===== src/tile_pkg.sv =====
`default_nettype none

package tile_pkg;

  // --------------------------------------------------------------------------
  // Sizes
  // --------------------------------------------------------------------------
  localparam int DATA_W     = 16;
  localparam int ARCH_REGS  = 8;
  localparam int PHY_REGS   = 16;
  localparam int ROB_DEPTH  = 8;
  localparam int IQ_DEPTH   = 4;
  localparam int MUL_STAGES = 3;

  typedef logic [$clog2(ARCH_REGS)-1:0] arch_idx_t;
  typedef logic [$clog2(PHY_REGS)-1:0]  phy_idx_t;
  typedef logic [$clog2(ROB_DEPTH)-1:0] rob_idx_t;

  // Arithmetic wraps modulo 2^DATA_W and MUL keeps the low half
  typedef enum logic [2:0] {
    OP_LI  = 3'd0,
    OP_ADD = 3'd1,
    OP_SUB = 3'd2,
    OP_AND = 3'd3,
    OP_XOR = 3'd4,
    OP_MUL = 3'd5
  } op_e;

  // --------------------------------------------------------------------------
  // Packets
  // --------------------------------------------------------------------------
  typedef struct packed {
    op_e               op;
    arch_idx_t         rd;
    arch_idx_t         rs1;
    arch_idx_t         rs2;
    logic [DATA_W-1:0] imm;
  } disp_inst_t;

  // Valid doubles as the occupied bit inside the issue queue
  typedef struct packed {
    logic              valid;
    op_e               op;
    arch_idx_t         rd;
    logic [DATA_W-1:0] imm;
    phy_idx_t          pd;
    phy_idx_t          pd_old;
    phy_idx_t          ps1;
    logic              ps1_rdy;
    phy_idx_t          ps2;
    logic              ps2_rdy;
    rob_idx_t          rob_idx;
  } ren_inst_t;

  typedef struct packed {
    logic              valid;
    phy_idx_t          phy;
    rob_idx_t          rob;
    logic [DATA_W-1:0] value;
  } wb_t;

  typedef struct packed {
    arch_idx_t         rd;
    logic [DATA_W-1:0] value;
  } cmt_t;

endpackage

`default_nettype wire


===== src/dispatch_ctrl.sv =====
`default_nettype none

module dispatch_ctrl (
  input  logic i_clk,
  input  logic i_rst,
  input  logic i_disp_req,
  input  logic i_rob_ok,
  input  logic i_iq_ok,
  input  logic i_free_ok,
  output logic o_disp_ack,
  output logic o_alloc
);

  typedef enum logic {
    DS_IDLE,
    DS_ACKED
  } disp_state_e;

  disp_state_e state_q;
  disp_state_e state_d;
  logic        res_ok;

  // Credit check over ROB, issue queue and free list
  assign res_ok = i_rob_ok & i_iq_ok & i_free_ok;

  // One pulse per request since a held req during ack does nothing
  assign o_alloc = (state_q == DS_IDLE) && i_disp_req && res_ok;

  always_comb begin
    state_d = state_q;
    case (state_q)
      DS_IDLE: begin
        if (o_alloc) begin
          state_d = DS_ACKED;
        end
      end
      DS_ACKED: begin
        // Wait for the source to drop req
        if (!i_disp_req) begin
          state_d = DS_IDLE;
        end
      end
      default: state_d = DS_IDLE;
    endcase
  end

  always_ff @(posedge i_clk) begin
    if (i_rst) begin
      state_q <= DS_IDLE;
    end else begin
      state_q <= state_d;
    end
  end

  assign o_disp_ack = (state_q == DS_ACKED);

endmodule

`default_nettype wire


===== src/rename_map.sv =====
`default_nettype none

module rename_map
  import tile_pkg::*;
#(
  parameter int PHY_REGS = tile_pkg::PHY_REGS
) (
  input  logic           i_clk,
  input  logic           i_rst,
  input  logic           i_alloc,
  input  disp_inst_t     i_disp_inst,
  input  rob_idx_t       i_rob_tail,
  input  logic [1:0]     i_src_ready,
  input  logic           i_free_valid,
  input  phy_idx_t       i_free_phy,
  output logic           o_free_ok,
  output phy_idx_t [1:0] o_src_phy,
  output ren_inst_t      o_ren
);

  localparam int FL_DEPTH = PHY_REGS - ARCH_REGS;
  localparam int FL_PTR_W = $clog2(FL_DEPTH);

  phy_idx_t            map_q [ARCH_REGS];
  phy_idx_t            fl_q  [FL_DEPTH];
  logic [FL_PTR_W-1:0] fl_head_q;
  logic [FL_PTR_W-1:0] fl_tail_q;
  logic [FL_PTR_W:0]   fl_cnt_q;
  logic                li_op;

  function automatic logic [FL_PTR_W-1:0] fl_next(input logic [FL_PTR_W-1:0] ptr);
    return (ptr == FL_PTR_W'(FL_DEPTH - 1)) ? '0 : ptr + 1'b1;
  endfunction

  assign o_src_phy[0] = map_q[i_disp_inst.rs1];
  assign o_src_phy[1] = map_q[i_disp_inst.rs2];
  assign o_free_ok    = (fl_cnt_q != '0);

  // LI has no register sources
  assign li_op = (i_disp_inst.op == OP_LI);

  always_comb begin
    o_ren.valid   = i_alloc;
    o_ren.op      = i_disp_inst.op;
    o_ren.rd      = i_disp_inst.rd;
    o_ren.imm     = i_disp_inst.imm;
    o_ren.pd      = fl_q[fl_head_q];
    o_ren.pd_old  = map_q[i_disp_inst.rd];
    o_ren.ps1     = o_src_phy[0];
    o_ren.ps1_rdy = i_src_ready[0] | li_op;
    o_ren.ps2     = o_src_phy[1];
    o_ren.ps2_rdy = i_src_ready[1] | li_op;
    o_ren.rob_idx = i_rob_tail;
  end

  // --------------------------------------------------------------------------
  // Map table
  // --------------------------------------------------------------------------
  always_ff @(posedge i_clk) begin
    if (i_rst) begin
      for (int i = 0; i < ARCH_REGS; i++) begin
        map_q[i] <= phy_idx_t'(i);
      end
    end else if (i_alloc) begin
      map_q[i_disp_inst.rd] <= fl_q[fl_head_q];
    end
  end

  // --------------------------------------------------------------------------
  // Free list popped at allocation and refilled at commit
  // --------------------------------------------------------------------------
  always_ff @(posedge i_clk) begin
    if (i_rst) begin
      for (int i = 0; i < FL_DEPTH; i++) begin
        fl_q[i] <= phy_idx_t'(ARCH_REGS + i);
      end
      fl_head_q <= '0;
      fl_tail_q <= '0;
      fl_cnt_q  <= (FL_PTR_W + 1)'(FL_DEPTH);
    end else begin
      if (i_alloc) begin
        fl_head_q <= fl_next(fl_head_q);
      end
      if (i_free_valid) begin
        fl_q[fl_tail_q] <= i_free_phy;
        fl_tail_q       <= fl_next(fl_tail_q);
      end
      case ({i_alloc, i_free_valid})
        2'b10:   fl_cnt_q <= fl_cnt_q - 1'b1;
        2'b01:   fl_cnt_q <= fl_cnt_q + 1'b1;
        default: fl_cnt_q <= fl_cnt_q;
      endcase
    end
  end

endmodule

`default_nettype wire


===== src/phy_regfile.sv =====
`default_nettype none

module phy_regfile
  import tile_pkg::*;
#(
  parameter int PHY_REGS = tile_pkg::PHY_REGS
) (
  input  logic                   i_clk,
  input  logic                   i_rst,
  input  phy_idx_t [1:0]         i_src_phy,
  input  phy_idx_t [1:0]         i_alu_rd,
  input  phy_idx_t [1:0]         i_mul_rd,
  input  wb_t                    i_wb_alu,
  input  wb_t                    i_wb_mul,
  input  logic                   i_clear_valid,
  input  phy_idx_t               i_clear_phy,
  output logic [1:0]             o_src_ready,
  output logic [1:0][DATA_W-1:0] o_alu_val,
  output logic [1:0][DATA_W-1:0] o_mul_val
);

  logic [DATA_W-1:0]   regs_q [PHY_REGS];
  logic [PHY_REGS-1:0] ready_q;

  always_comb begin
    for (int s = 0; s < 2; s++) begin
      // A writeback in flight this cycle already counts as ready
      o_src_ready[s] = ready_q[i_src_phy[s]]
                     | (i_wb_alu.valid && (i_wb_alu.phy == i_src_phy[s]))
                     | (i_wb_mul.valid && (i_wb_mul.phy == i_src_phy[s]));
      o_alu_val[s]   = regs_q[i_alu_rd[s]];
      o_mul_val[s]   = regs_q[i_mul_rd[s]];
    end
  end

  // Arch registers start mapped 1:1 and hold zero
  always_ff @(posedge i_clk) begin
    if (i_rst) begin
      for (int p = 0; p < PHY_REGS; p++) begin
        regs_q[p]  <= '0;
        ready_q[p] <= (p < ARCH_REGS);
      end
    end else begin
      if (i_clear_valid) begin
        ready_q[i_clear_phy] <= 1'b0;
      end
      if (i_wb_alu.valid) begin
        regs_q[i_wb_alu.phy]  <= i_wb_alu.value;
        ready_q[i_wb_alu.phy] <= 1'b1;
      end
      if (i_wb_mul.valid) begin
        regs_q[i_wb_mul.phy]  <= i_wb_mul.value;
        ready_q[i_wb_mul.phy] <= 1'b1;
      end
    end
  end

endmodule

`default_nettype wire


===== src/issue_queue.sv =====
`default_nettype none

module issue_queue
  import tile_pkg::*;
#(
  parameter int IQ_DEPTH = tile_pkg::IQ_DEPTH
) (
  input  logic           i_clk,
  input  logic           i_rst,
  input  logic           i_alloc,
  input  ren_inst_t      i_ren,
  input  wb_t            i_wb_alu,
  input  wb_t            i_wb_mul,
  output logic           o_iq_ok,
  output ren_inst_t      o_alu_issue,
  output ren_inst_t      o_mul_issue,
  output phy_idx_t [1:0] o_alu_rd,
  output phy_idx_t [1:0] o_mul_rd
);

  ren_inst_t           ent_q   [IQ_DEPTH];
  // older_q[i][j] is set when entry i arrived before entry j
  logic [IQ_DEPTH-1:0] older_q [IQ_DEPTH];
  logic [IQ_DEPTH-1:0] ent_free;
  logic [IQ_DEPTH-1:0] alloc_sel;
  logic [IQ_DEPTH-1:0] alu_rdy;
  logic [IQ_DEPTH-1:0] mul_rdy;
  logic [IQ_DEPTH-1:0] alu_sel;
  logic [IQ_DEPTH-1:0] mul_sel;

  function automatic logic woken(input phy_idx_t phy);
    return (i_wb_alu.valid && (i_wb_alu.phy == phy)) ||
           (i_wb_mul.valid && (i_wb_mul.phy == phy));
  endfunction

  always_comb begin
    for (int i = 0; i < IQ_DEPTH; i++) begin
      ent_free[i] = !ent_q[i].valid;
      alu_rdy[i]  = ent_q[i].valid && ent_q[i].ps1_rdy && ent_q[i].ps2_rdy &&
                    (ent_q[i].op != OP_MUL);
      mul_rdy[i]  = ent_q[i].valid && ent_q[i].ps1_rdy && ent_q[i].ps2_rdy &&
                    (ent_q[i].op == OP_MUL);
    end
  end

  // Lowest free slot takes the next instruction
  assign alloc_sel = ent_free & (~ent_free + 1'b1);
  assign o_iq_ok   = |ent_free;

  // --------------------------------------------------------------------------
  // Oldest ready entry per path
  // --------------------------------------------------------------------------
  always_comb begin
    alu_sel = alu_rdy;
    mul_sel = mul_rdy;
    for (int i = 0; i < IQ_DEPTH; i++) begin
      for (int j = 0; j < IQ_DEPTH; j++) begin
        if (alu_rdy[j] && older_q[j][i]) begin
          alu_sel[i] = 1'b0;
        end
        if (mul_rdy[j] && older_q[j][i]) begin
          mul_sel[i] = 1'b0;
        end
      end
    end
  end

  always_comb begin
    o_alu_issue = '0;
    o_mul_issue = '0;
    for (int i = 0; i < IQ_DEPTH; i++) begin
      if (alu_sel[i]) begin
        o_alu_issue = ent_q[i];
      end
      if (mul_sel[i]) begin
        o_mul_issue = ent_q[i];
      end
    end
  end

  assign o_alu_rd = {o_alu_issue.ps2, o_alu_issue.ps1};
  assign o_mul_rd = {o_mul_issue.ps2, o_mul_issue.ps1};

  // --------------------------------------------------------------------------
  // Entry storage and wakeup
  // --------------------------------------------------------------------------
  always_ff @(posedge i_clk) begin
    if (i_rst) begin
      for (int i = 0; i < IQ_DEPTH; i++) begin
        ent_q[i].valid <= 1'b0;
      end
    end else begin
      for (int i = 0; i < IQ_DEPTH; i++) begin
        if (i_alloc && alloc_sel[i]) begin
          ent_q[i] <= i_ren;
        end else begin
          if (alu_sel[i] || mul_sel[i]) begin
            ent_q[i].valid <= 1'b0;
          end
          if (woken(ent_q[i].ps1)) begin
            ent_q[i].ps1_rdy <= 1'b1;
          end
          if (woken(ent_q[i].ps2)) begin
            ent_q[i].ps2_rdy <= 1'b1;
          end
        end
      end
    end
  end

  // New entry is younger than everything already queued
  always_ff @(posedge i_clk) begin
    if (i_alloc) begin
      for (int i = 0; i < IQ_DEPTH; i++) begin
        for (int j = 0; j < IQ_DEPTH; j++) begin
          if (alloc_sel[i]) begin
            older_q[i][j] <= 1'b0;
          end else if (alloc_sel[j]) begin
            older_q[i][j] <= 1'b1;
          end
        end
      end
    end
  end

endmodule

`default_nettype wire


===== src/exec_pipe.sv =====
`default_nettype none

module exec_pipe
  import tile_pkg::*;
(
  input  logic                   i_clk,
  input  logic                   i_rst,
  input  ren_inst_t              i_alu_issue,
  input  ren_inst_t              i_mul_issue,
  input  logic [1:0][DATA_W-1:0] i_alu_val,
  input  logic [1:0][DATA_W-1:0] i_mul_val,
  output wb_t                    o_wb_alu,
  output wb_t                    o_wb_mul
);

  logic [DATA_W-1:0] alu_res;
  logic [DATA_W-1:0] mul_prod;
  wb_t               mul_q [MUL_STAGES];

  // --------------------------------------------------------------------------
  // Single-cycle ALU
  // --------------------------------------------------------------------------
  always_comb begin
    case (i_alu_issue.op)
      OP_LI:   alu_res = i_alu_issue.imm;
      OP_ADD:  alu_res = i_alu_val[0] + i_alu_val[1];
      OP_SUB:  alu_res = i_alu_val[0] - i_alu_val[1];
      OP_AND:  alu_res = i_alu_val[0] & i_alu_val[1];
      OP_XOR:  alu_res = i_alu_val[0] ^ i_alu_val[1];
      default: alu_res = '0;
    endcase
  end

  always_ff @(posedge i_clk) begin
    if (i_rst) begin
      o_wb_alu.valid <= 1'b0;
    end else begin
      o_wb_alu.valid <= i_alu_issue.valid;
      o_wb_alu.phy   <= i_alu_issue.pd;
      o_wb_alu.rob   <= i_alu_issue.rob_idx;
      o_wb_alu.value <= alu_res;
    end
  end

  // --------------------------------------------------------------------------
  // Multiplier takes one new op per cycle and settles the product in stage 0
  // --------------------------------------------------------------------------
  assign mul_prod = i_mul_val[0] * i_mul_val[1];

  always_ff @(posedge i_clk) begin
    if (i_rst) begin
      for (int s = 0; s < MUL_STAGES; s++) begin
        mul_q[s].valid <= 1'b0;
      end
    end else begin
      mul_q[0].valid <= i_mul_issue.valid;
      mul_q[0].phy   <= i_mul_issue.pd;
      mul_q[0].rob   <= i_mul_issue.rob_idx;
      mul_q[0].value <= mul_prod;
      for (int s = 1; s < MUL_STAGES; s++) begin
        mul_q[s] <= mul_q[s-1];
      end
    end
  end

  assign o_wb_mul = mul_q[MUL_STAGES-1];

endmodule

`default_nettype wire


===== src/reorder_buffer.sv =====
`default_nettype none

module reorder_buffer
  import tile_pkg::*;
#(
  parameter int ROB_DEPTH = tile_pkg::ROB_DEPTH
) (
  input  logic      i_clk,
  input  logic      i_rst,
  input  logic      i_alloc,
  input  ren_inst_t i_ren,
  input  wb_t       i_wb_alu,
  input  wb_t       i_wb_mul,
  output logic      o_rob_ok,
  output rob_idx_t  o_rob_tail,
  output logic      o_cmt_valid,
  output cmt_t      o_cmt,
  output logic      o_free_valid,
  output phy_idx_t  o_free_phy
);

  localparam int CNT_W = $clog2(ROB_DEPTH + 1);

  arch_idx_t            rd_q     [ROB_DEPTH];
  phy_idx_t             pd_old_q [ROB_DEPTH];
  logic [DATA_W-1:0]    value_q  [ROB_DEPTH];
  logic [ROB_DEPTH-1:0] done_q;
  rob_idx_t             head_q;
  rob_idx_t             tail_q;
  logic [CNT_W-1:0]     cnt_q;
  logic                 commit;

  function automatic rob_idx_t rob_next(input rob_idx_t idx);
    return (idx == rob_idx_t'(ROB_DEPTH - 1)) ? '0 : idx + 1'b1;
  endfunction

  // Head retires once its result is in
  assign commit       = (cnt_q != '0) && done_q[head_q];
  assign o_rob_ok     = (cnt_q != CNT_W'(ROB_DEPTH));
  assign o_rob_tail   = tail_q;
  assign o_free_valid = o_cmt_valid;

  // --------------------------------------------------------------------------
  // Entry payload
  // --------------------------------------------------------------------------
  always_ff @(posedge i_clk) begin
    if (i_alloc) begin
      rd_q[tail_q]     <= i_ren.rd;
      pd_old_q[tail_q] <= i_ren.pd_old;
    end
    if (i_wb_alu.valid) begin
      value_q[i_wb_alu.rob] <= i_wb_alu.value;
    end
    if (i_wb_mul.valid) begin
      value_q[i_wb_mul.rob] <= i_wb_mul.value;
    end
    if (commit) begin
      o_cmt.rd    <= rd_q[head_q];
      o_cmt.value <= value_q[head_q];
      o_free_phy  <= pd_old_q[head_q];
    end
  end

  // --------------------------------------------------------------------------
  // Pointers, done bits and commit pulse
  // --------------------------------------------------------------------------
  always_ff @(posedge i_clk) begin
    if (i_rst) begin
      done_q      <= '0;
      head_q      <= '0;
      tail_q      <= '0;
      cnt_q       <= '0;
      o_cmt_valid <= 1'b0;
    end else begin
      if (i_alloc) begin
        done_q[tail_q] <= 1'b0;
        tail_q         <= rob_next(tail_q);
      end
      if (i_wb_alu.valid) begin
        done_q[i_wb_alu.rob] <= 1'b1;
      end
      if (i_wb_mul.valid) begin
        done_q[i_wb_mul.rob] <= 1'b1;
      end
      if (commit) begin
        head_q <= rob_next(head_q);
      end
      o_cmt_valid <= commit;
      case ({i_alloc, commit})
        2'b10:   cnt_q <= cnt_q + 1'b1;
        2'b01:   cnt_q <= cnt_q - 1'b1;
        default: cnt_q <= cnt_q;
      endcase
    end
  end

endmodule

`default_nettype wire


===== src/core_tile.sv =====
`default_nettype none

module core_tile
  import tile_pkg::*;
#(
  parameter int ROB_DEPTH = tile_pkg::ROB_DEPTH,
  parameter int IQ_DEPTH  = tile_pkg::IQ_DEPTH,
  parameter int PHY_REGS  = tile_pkg::PHY_REGS
) (
  input  logic       i_clk,
  input  logic       i_rst,
  input  logic       i_disp_req,
  input  disp_inst_t i_disp_inst,
  output logic       o_disp_ack,
  output logic       o_cmt_valid,
  output cmt_t       o_cmt
);

  // --------------------------------------------------------------------------
  // Dispatch and rename
  // --------------------------------------------------------------------------
  logic                   w_alloc;
  logic                   w_rob_ok;
  logic                   w_iq_ok;
  logic                   w_free_ok;
  rob_idx_t               w_rob_tail;
  ren_inst_t              w_ren;
  phy_idx_t [1:0]         w_src_phy;
  logic [1:0]             w_src_ready;

  // --------------------------------------------------------------------------
  // Issue, execute and writeback
  // --------------------------------------------------------------------------
  ren_inst_t              w_alu_issue;
  ren_inst_t              w_mul_issue;
  phy_idx_t [1:0]         w_alu_rd;
  phy_idx_t [1:0]         w_mul_rd;
  logic [1:0][DATA_W-1:0] w_alu_val;
  logic [1:0][DATA_W-1:0] w_mul_val;
  wb_t                    w_wb_alu;
  wb_t                    w_wb_mul;

  // Old destination returned at commit
  logic                   w_free_valid;
  phy_idx_t               w_free_phy;

  dispatch_ctrl u_dispatch_ctrl (
    .i_clk      (i_clk),
    .i_rst      (i_rst),
    .i_disp_req (i_disp_req),
    .i_rob_ok   (w_rob_ok),
    .i_iq_ok    (w_iq_ok),
    .i_free_ok  (w_free_ok),
    .o_disp_ack (o_disp_ack),
    .o_alloc    (w_alloc)
  );

  rename_map #(
    .PHY_REGS (PHY_REGS)
  ) u_rename_map (
    .i_clk        (i_clk),
    .i_rst        (i_rst),
    .i_alloc      (w_alloc),
    .i_disp_inst  (i_disp_inst),
    .i_rob_tail   (w_rob_tail),
    .i_src_ready  (w_src_ready),
    .i_free_valid (w_free_valid),
    .i_free_phy   (w_free_phy),
    .o_free_ok    (w_free_ok),
    .o_src_phy    (w_src_phy),
    .o_ren        (w_ren)
  );

  phy_regfile #(
    .PHY_REGS (PHY_REGS)
  ) u_phy_regfile (
    .i_clk         (i_clk),
    .i_rst         (i_rst),
    .i_src_phy     (w_src_phy),
    .i_alu_rd      (w_alu_rd),
    .i_mul_rd      (w_mul_rd),
    .i_wb_alu      (w_wb_alu),
    .i_wb_mul      (w_wb_mul),
    .i_clear_valid (w_free_valid),
    .i_clear_phy   (w_free_phy),
    .o_src_ready   (w_src_ready),
    .o_alu_val     (w_alu_val),
    .o_mul_val     (w_mul_val)
  );

  issue_queue #(
    .IQ_DEPTH (IQ_DEPTH)
  ) u_issue_queue (
    .i_clk       (i_clk),
    .i_rst       (i_rst),
    .i_alloc     (w_alloc),
    .i_ren       (w_ren),
    .i_wb_alu    (w_wb_alu),
    .i_wb_mul    (w_wb_mul),
    .o_iq_ok     (w_iq_ok),
    .o_alu_issue (w_alu_issue),
    .o_mul_issue (w_mul_issue),
    .o_alu_rd    (w_alu_rd),
    .o_mul_rd    (w_mul_rd)
  );

  exec_pipe u_exec_pipe (
    .i_clk       (i_clk),
    .i_rst       (i_rst),
    .i_alu_issue (w_alu_issue),
    .i_mul_issue (w_mul_issue),
    .i_alu_val   (w_alu_val),
    .i_mul_val   (w_mul_val),
    .o_wb_alu    (w_wb_alu),
    .o_wb_mul    (w_wb_mul)
  );

  reorder_buffer #(
    .ROB_DEPTH (ROB_DEPTH)
  ) u_reorder_buffer (
    .i_clk        (i_clk),
    .i_rst        (i_rst),
    .i_alloc      (w_alloc),
    .i_ren        (w_ren),
    .i_wb_alu     (w_wb_alu),
    .i_wb_mul     (w_wb_mul),
    .o_rob_ok     (w_rob_ok),
    .o_rob_tail   (w_rob_tail),
    .o_cmt_valid  (o_cmt_valid),
    .o_cmt        (o_cmt),
    .o_free_valid (w_free_valid),
    .o_free_phy   (w_free_phy)
  );

endmodule

`default_nettype wire


===== config.mk =====
export PLATFORM = sky130hd
export DESIGN_NAME = core_tile
export DESIGN_NICKNAME = d
export VERILOG_FILES = /design/src/tile_pkg.sv /design/src/dispatch_ctrl.sv /design/src/rename_map.sv /design/src/phy_regfile.sv /design/src/issue_queue.sv /design/src/exec_pipe.sv /design/src/reorder_buffer.sv /design/src/core_tile.sv
export SDC_FILE = /design/constraint.sdc
export NUM_CORES = 2
export LEC_CHECK = 0
export BUFFER_PORTS_ARGS = -buffer_cell sky130_fd_sc_hd__buf_2
export CORE_UTILIZATION = 61
export CTS_BUF_LIST = sky130_fd_sc_hd__clkbuf_8
export DETAILED_ROUTE_END_ITERATION = 8
export GPL_ROUTABILITY_DRIVEN = 0
export GPL_TIMING_DRIVEN = 0
export PLACE_DENSITY = 0.77
export RECOVER_POWER = 25
export SLEW_MARGIN = 20
export SYNTH_ARGS = -nofsm -noshare
export SYNTH_HDL_FRONTEND = slang
export SYNTH_HIERARCHICAL = 1
export SYNTH_SLANG_ARGS = --single-unit

===== constraint.sdc =====
create_clock -name i_clk -period 17.7 [get_ports i_clk]
set_clock_uncertainty 0.1 [all_clocks]
set_input_delay 3.54 -clock i_clk [delete_from_list [all_inputs] [get_ports i_clk]]
set_output_delay 3.54 -clock i_clk [all_outputs]
set_load 0.005 [all_outputs]

==> flow_summary.toml <==
[clock_network]
clk_pin_slew_ps = 60
cts-buffers-inserted = 142
cts_resized = 0
cts_buffer_depth = 3
cts.htree.levels = 4
cts_tree = "yes"
clkSinkCount = 832
root_buffer = "clkbuf_8"
clkLatencyLatePin_ps = 850
postCtsHoldBufs = 0
postCtsSetupRepairBufs = 0

[global_route]
antenna_found_initial = 10
grt_util_met1_pct = 46.1
overflow = 0
grt_use_met2_pct = 55.7
grt-busiest-layer = "met2"
use_met3_pct = 12.4
grt_util_all_layers_pct = 35.8
grt_pass1_vias = 35687
grt_pass1_wl_um = 226000
grt_max_degree = 54

[min_path]
holdPathStages = 1
hold_path_end = "u_exec_pipe/mul_q[0][47]$_SDFF_PP0_"
hp-start = "u_exec_pipe/mul_q[0][23]$_SDFF_PP0_"
hold_path.class = "reg2reg"

[route]
drt-total-wl_um = 152000
drtPass1Iterations = 7
routedWlPerCell_um = 29.4
vias = 36298
drcViolationCount = 0
antenna_left = 0
vias_per_cell = 7.00
initialDrtViolationCount = 5135

[sta]
max_slew_margin_pct = -101
finalCritPeriodShare_pct = 61.0
hold_violations = 0
setup_viol = 0
fin_setup_tns_ps = 0
fin_hold_ws_ps = 349
worst_slew_pin_slew_ps = 2980
max_freq_mhz = 92.6
rsz0062_at_grt = "no"
timing.final.crit_period_ps = 10800
slew_violations = 36

[floorplan]
die_h_um = 294
initial_core_util_pct = 61.9
ios = 52
core_area_mm2 = 0.0838
rows = 106
die_w_um = 294
die_area_mm2 = 0.0862

[yosys]
synth_warnings = 6
netlist_instances = 3742
synth_nets = 3950
syn_area_per_cell_um2 = 13.9
synthesis.area_mm2 = 0.0518

[final_layout]
layout.nets = 4133
area_growth_pct = 8.23
layout-drive-gt1-share_pct = 23.5
utilization_pct = 66.9

[pwr]
peakVddDrop_uv = 71.2
power_density_mw_per_mm2 = 89.8
power_leakage_uw = 0.0197

[placement]
portBuffers = 29
dp_hpwl_um = 113000

[worst_setup_path]
required_ps = 18150
cp.arrival_ps = 11260
path_class = "reg2reg"
ff2ff_path_depth = 33
cp-start-kind = "flip-flop"
cp_slowest_stage_delay_ps = 760
r2r_end = "u_exec_pipe/mul_q[0][14]$_DFFE_PN_"
r2r_slack_ps = 6900
critPathMaxFanout = 10
crit_slowest_cell = "clkbuf_1"
timing.rr.start = "u_issue_queue/ent_q[0][43]$_SDFFCE_PP0P_"
worstSetupEndpointType = "flip-flop"

[run]
drv_cap = 3

[status]
outcome = "finished, violations left"
violations = "max-capacitance violations, max-slew violations"
## where the power goes
part | leakage, uW | internal (uW) | switching, uW
logic | 0.0103 | 412 | 577
clock network | 0.00159 | 877 | 837
registers | 0.00788 | 2260 | 73.5
total | 0.0197 | 3550 | 1490
## cell type report
class                      count  area [um2]
sequential                   832       24400
multi-input combinational   2312       24500
clock buffer                 147        2020
buffer                       415        1980
timing repair buffer          39         322
fill                        5965       27700
clock inverter               113         746
tap                         1134        1420
inverter                     183         689
antenna                        7        17.5
## cells in the final DEF, fill, tap and decap left out, types with 26 or more instances in the layout
cell type / n
edfxtp_1: 778
mux4_2: 377
a22o_1: 257
inv_1: 232
clkbuf_1: 228
nor2_1: 166
nand2_1: 160
clkbuf_8: 147
mux2_2: 115
buf_2: 96
ha_1: 95
and2_1: 91
nor2b_1: 85
fa_1: 82
xor2_1: 80
nand3_1: 67
xnor2_1: 65
buf_4: 60
a211oi_1: 55
dfxtp_1: 54
mux2_1: 52
buf_1: 50
nand2b_1: 49
o21ai_0: 49
a21oi_1: 49
a221oi_1: 45
mux2i_1: 31
clkinv_1: 26
or2_2: 26
## state kept, by name, indices dropped and copies added (netlist names), 4 cells and up, named ones only
register,cells
u_reorder_buffer/value_q,128
u_reorder_buffer/o_cmt,19
u_exec_pipe/mul_q,72
u_issue_queue/ent_q,148
u_reorder_buffer/rd_q,24
u_phy_regfile/ready_q,16
u_exec_pipe/o_wb_alu,24
u_reorder_buffer/cnt_q,4
u_reorder_buffer/done_q,8
u_issue_queue/older_q,12
u_phy_regfile/regs_q,256
u_rename_map/fl_q,32
u_reorder_buffer/o_free_phy,4
u_rename_map/fl_cnt_q,4
u_reorder_buffer/pd_old_q,32
u_rename_map/map_q,32
## metal layers
metal / up-vias / routed length (um)
met1: 18031 / 53700
met4: 8 / 6900
met5: - / 47
met3: 528 / 22000
li1: 14894 / -
met2: 2837 / 69600
## worst max-delay path: cells and delay by family (launching register included)
family / cells / cell delay [ps]
compound gates: 7 / 1530
xor+xnor: 1 / 260
fa+ha+maj: 7 / 3390
buf+inv: 11 / 2880
flops: 1 / 370
mux: 2 / 1010
simple gates: 5 / 980
## stage by stage
step                      power [uW]  setup slack (ps)  std cells  cell area [um2]
after floorplan                 3050              8600       3742            51800
after global placement          3300              7130       4905            53400
after detailed placement        3340              7070       4915            53700
after CTS                       5030              7040       5175            56500
after global routing            5220              6590       5177            56100
final                           5040              6900       5182            56100
## how the worst max path moves through the flow
| stage | cells past startpoint | slack [ps] | endpoint | start |
|---|---|---|---|---|
| 6_report | 33 | 6900 | u_exec_pipe/mul_q[0][14]$_DFFE_PN_ | u_issue_queue/ent_q[0][43]$_SDFFCE_PP0P_ |
| 5_1_grt | 33 | 6590 | u_exec_pipe/mul_q[0][14]$_DFFE_PN_ | u_issue_queue/ent_q[0][43]$_SDFFCE_PP0P_ |
| 3_3_place_gp | 33 | 7130 | u_exec_pipe/mul_q[0][14]$_DFFE_PN_ | u_issue_queue/ent_q[1][43]$_SDFFCE_PP0P_ |
| 2_1_floorplan | 33 | 8600 | u_exec_pipe/mul_q[0][14]$_DFFE_PN_ | u_issue_queue/ent_q[1][43]$_SDFFCE_PP0P_ |
| 4_1_cts | 33 | 7040 | u_exec_pipe/mul_q[0][14]$_DFFE_PN_ | u_issue_queue/ent_q[1][43]$_SDFFCE_PP0P_ |
| 3_5_place_dp | 33 | 7070 | u_exec_pipe/mul_q[0][14]$_DFFE_PN_ | u_issue_queue/ent_q[1][43]$_SDFFCE_PP0P_ |
Note: power is estimated with default switching activity, not from simulation.
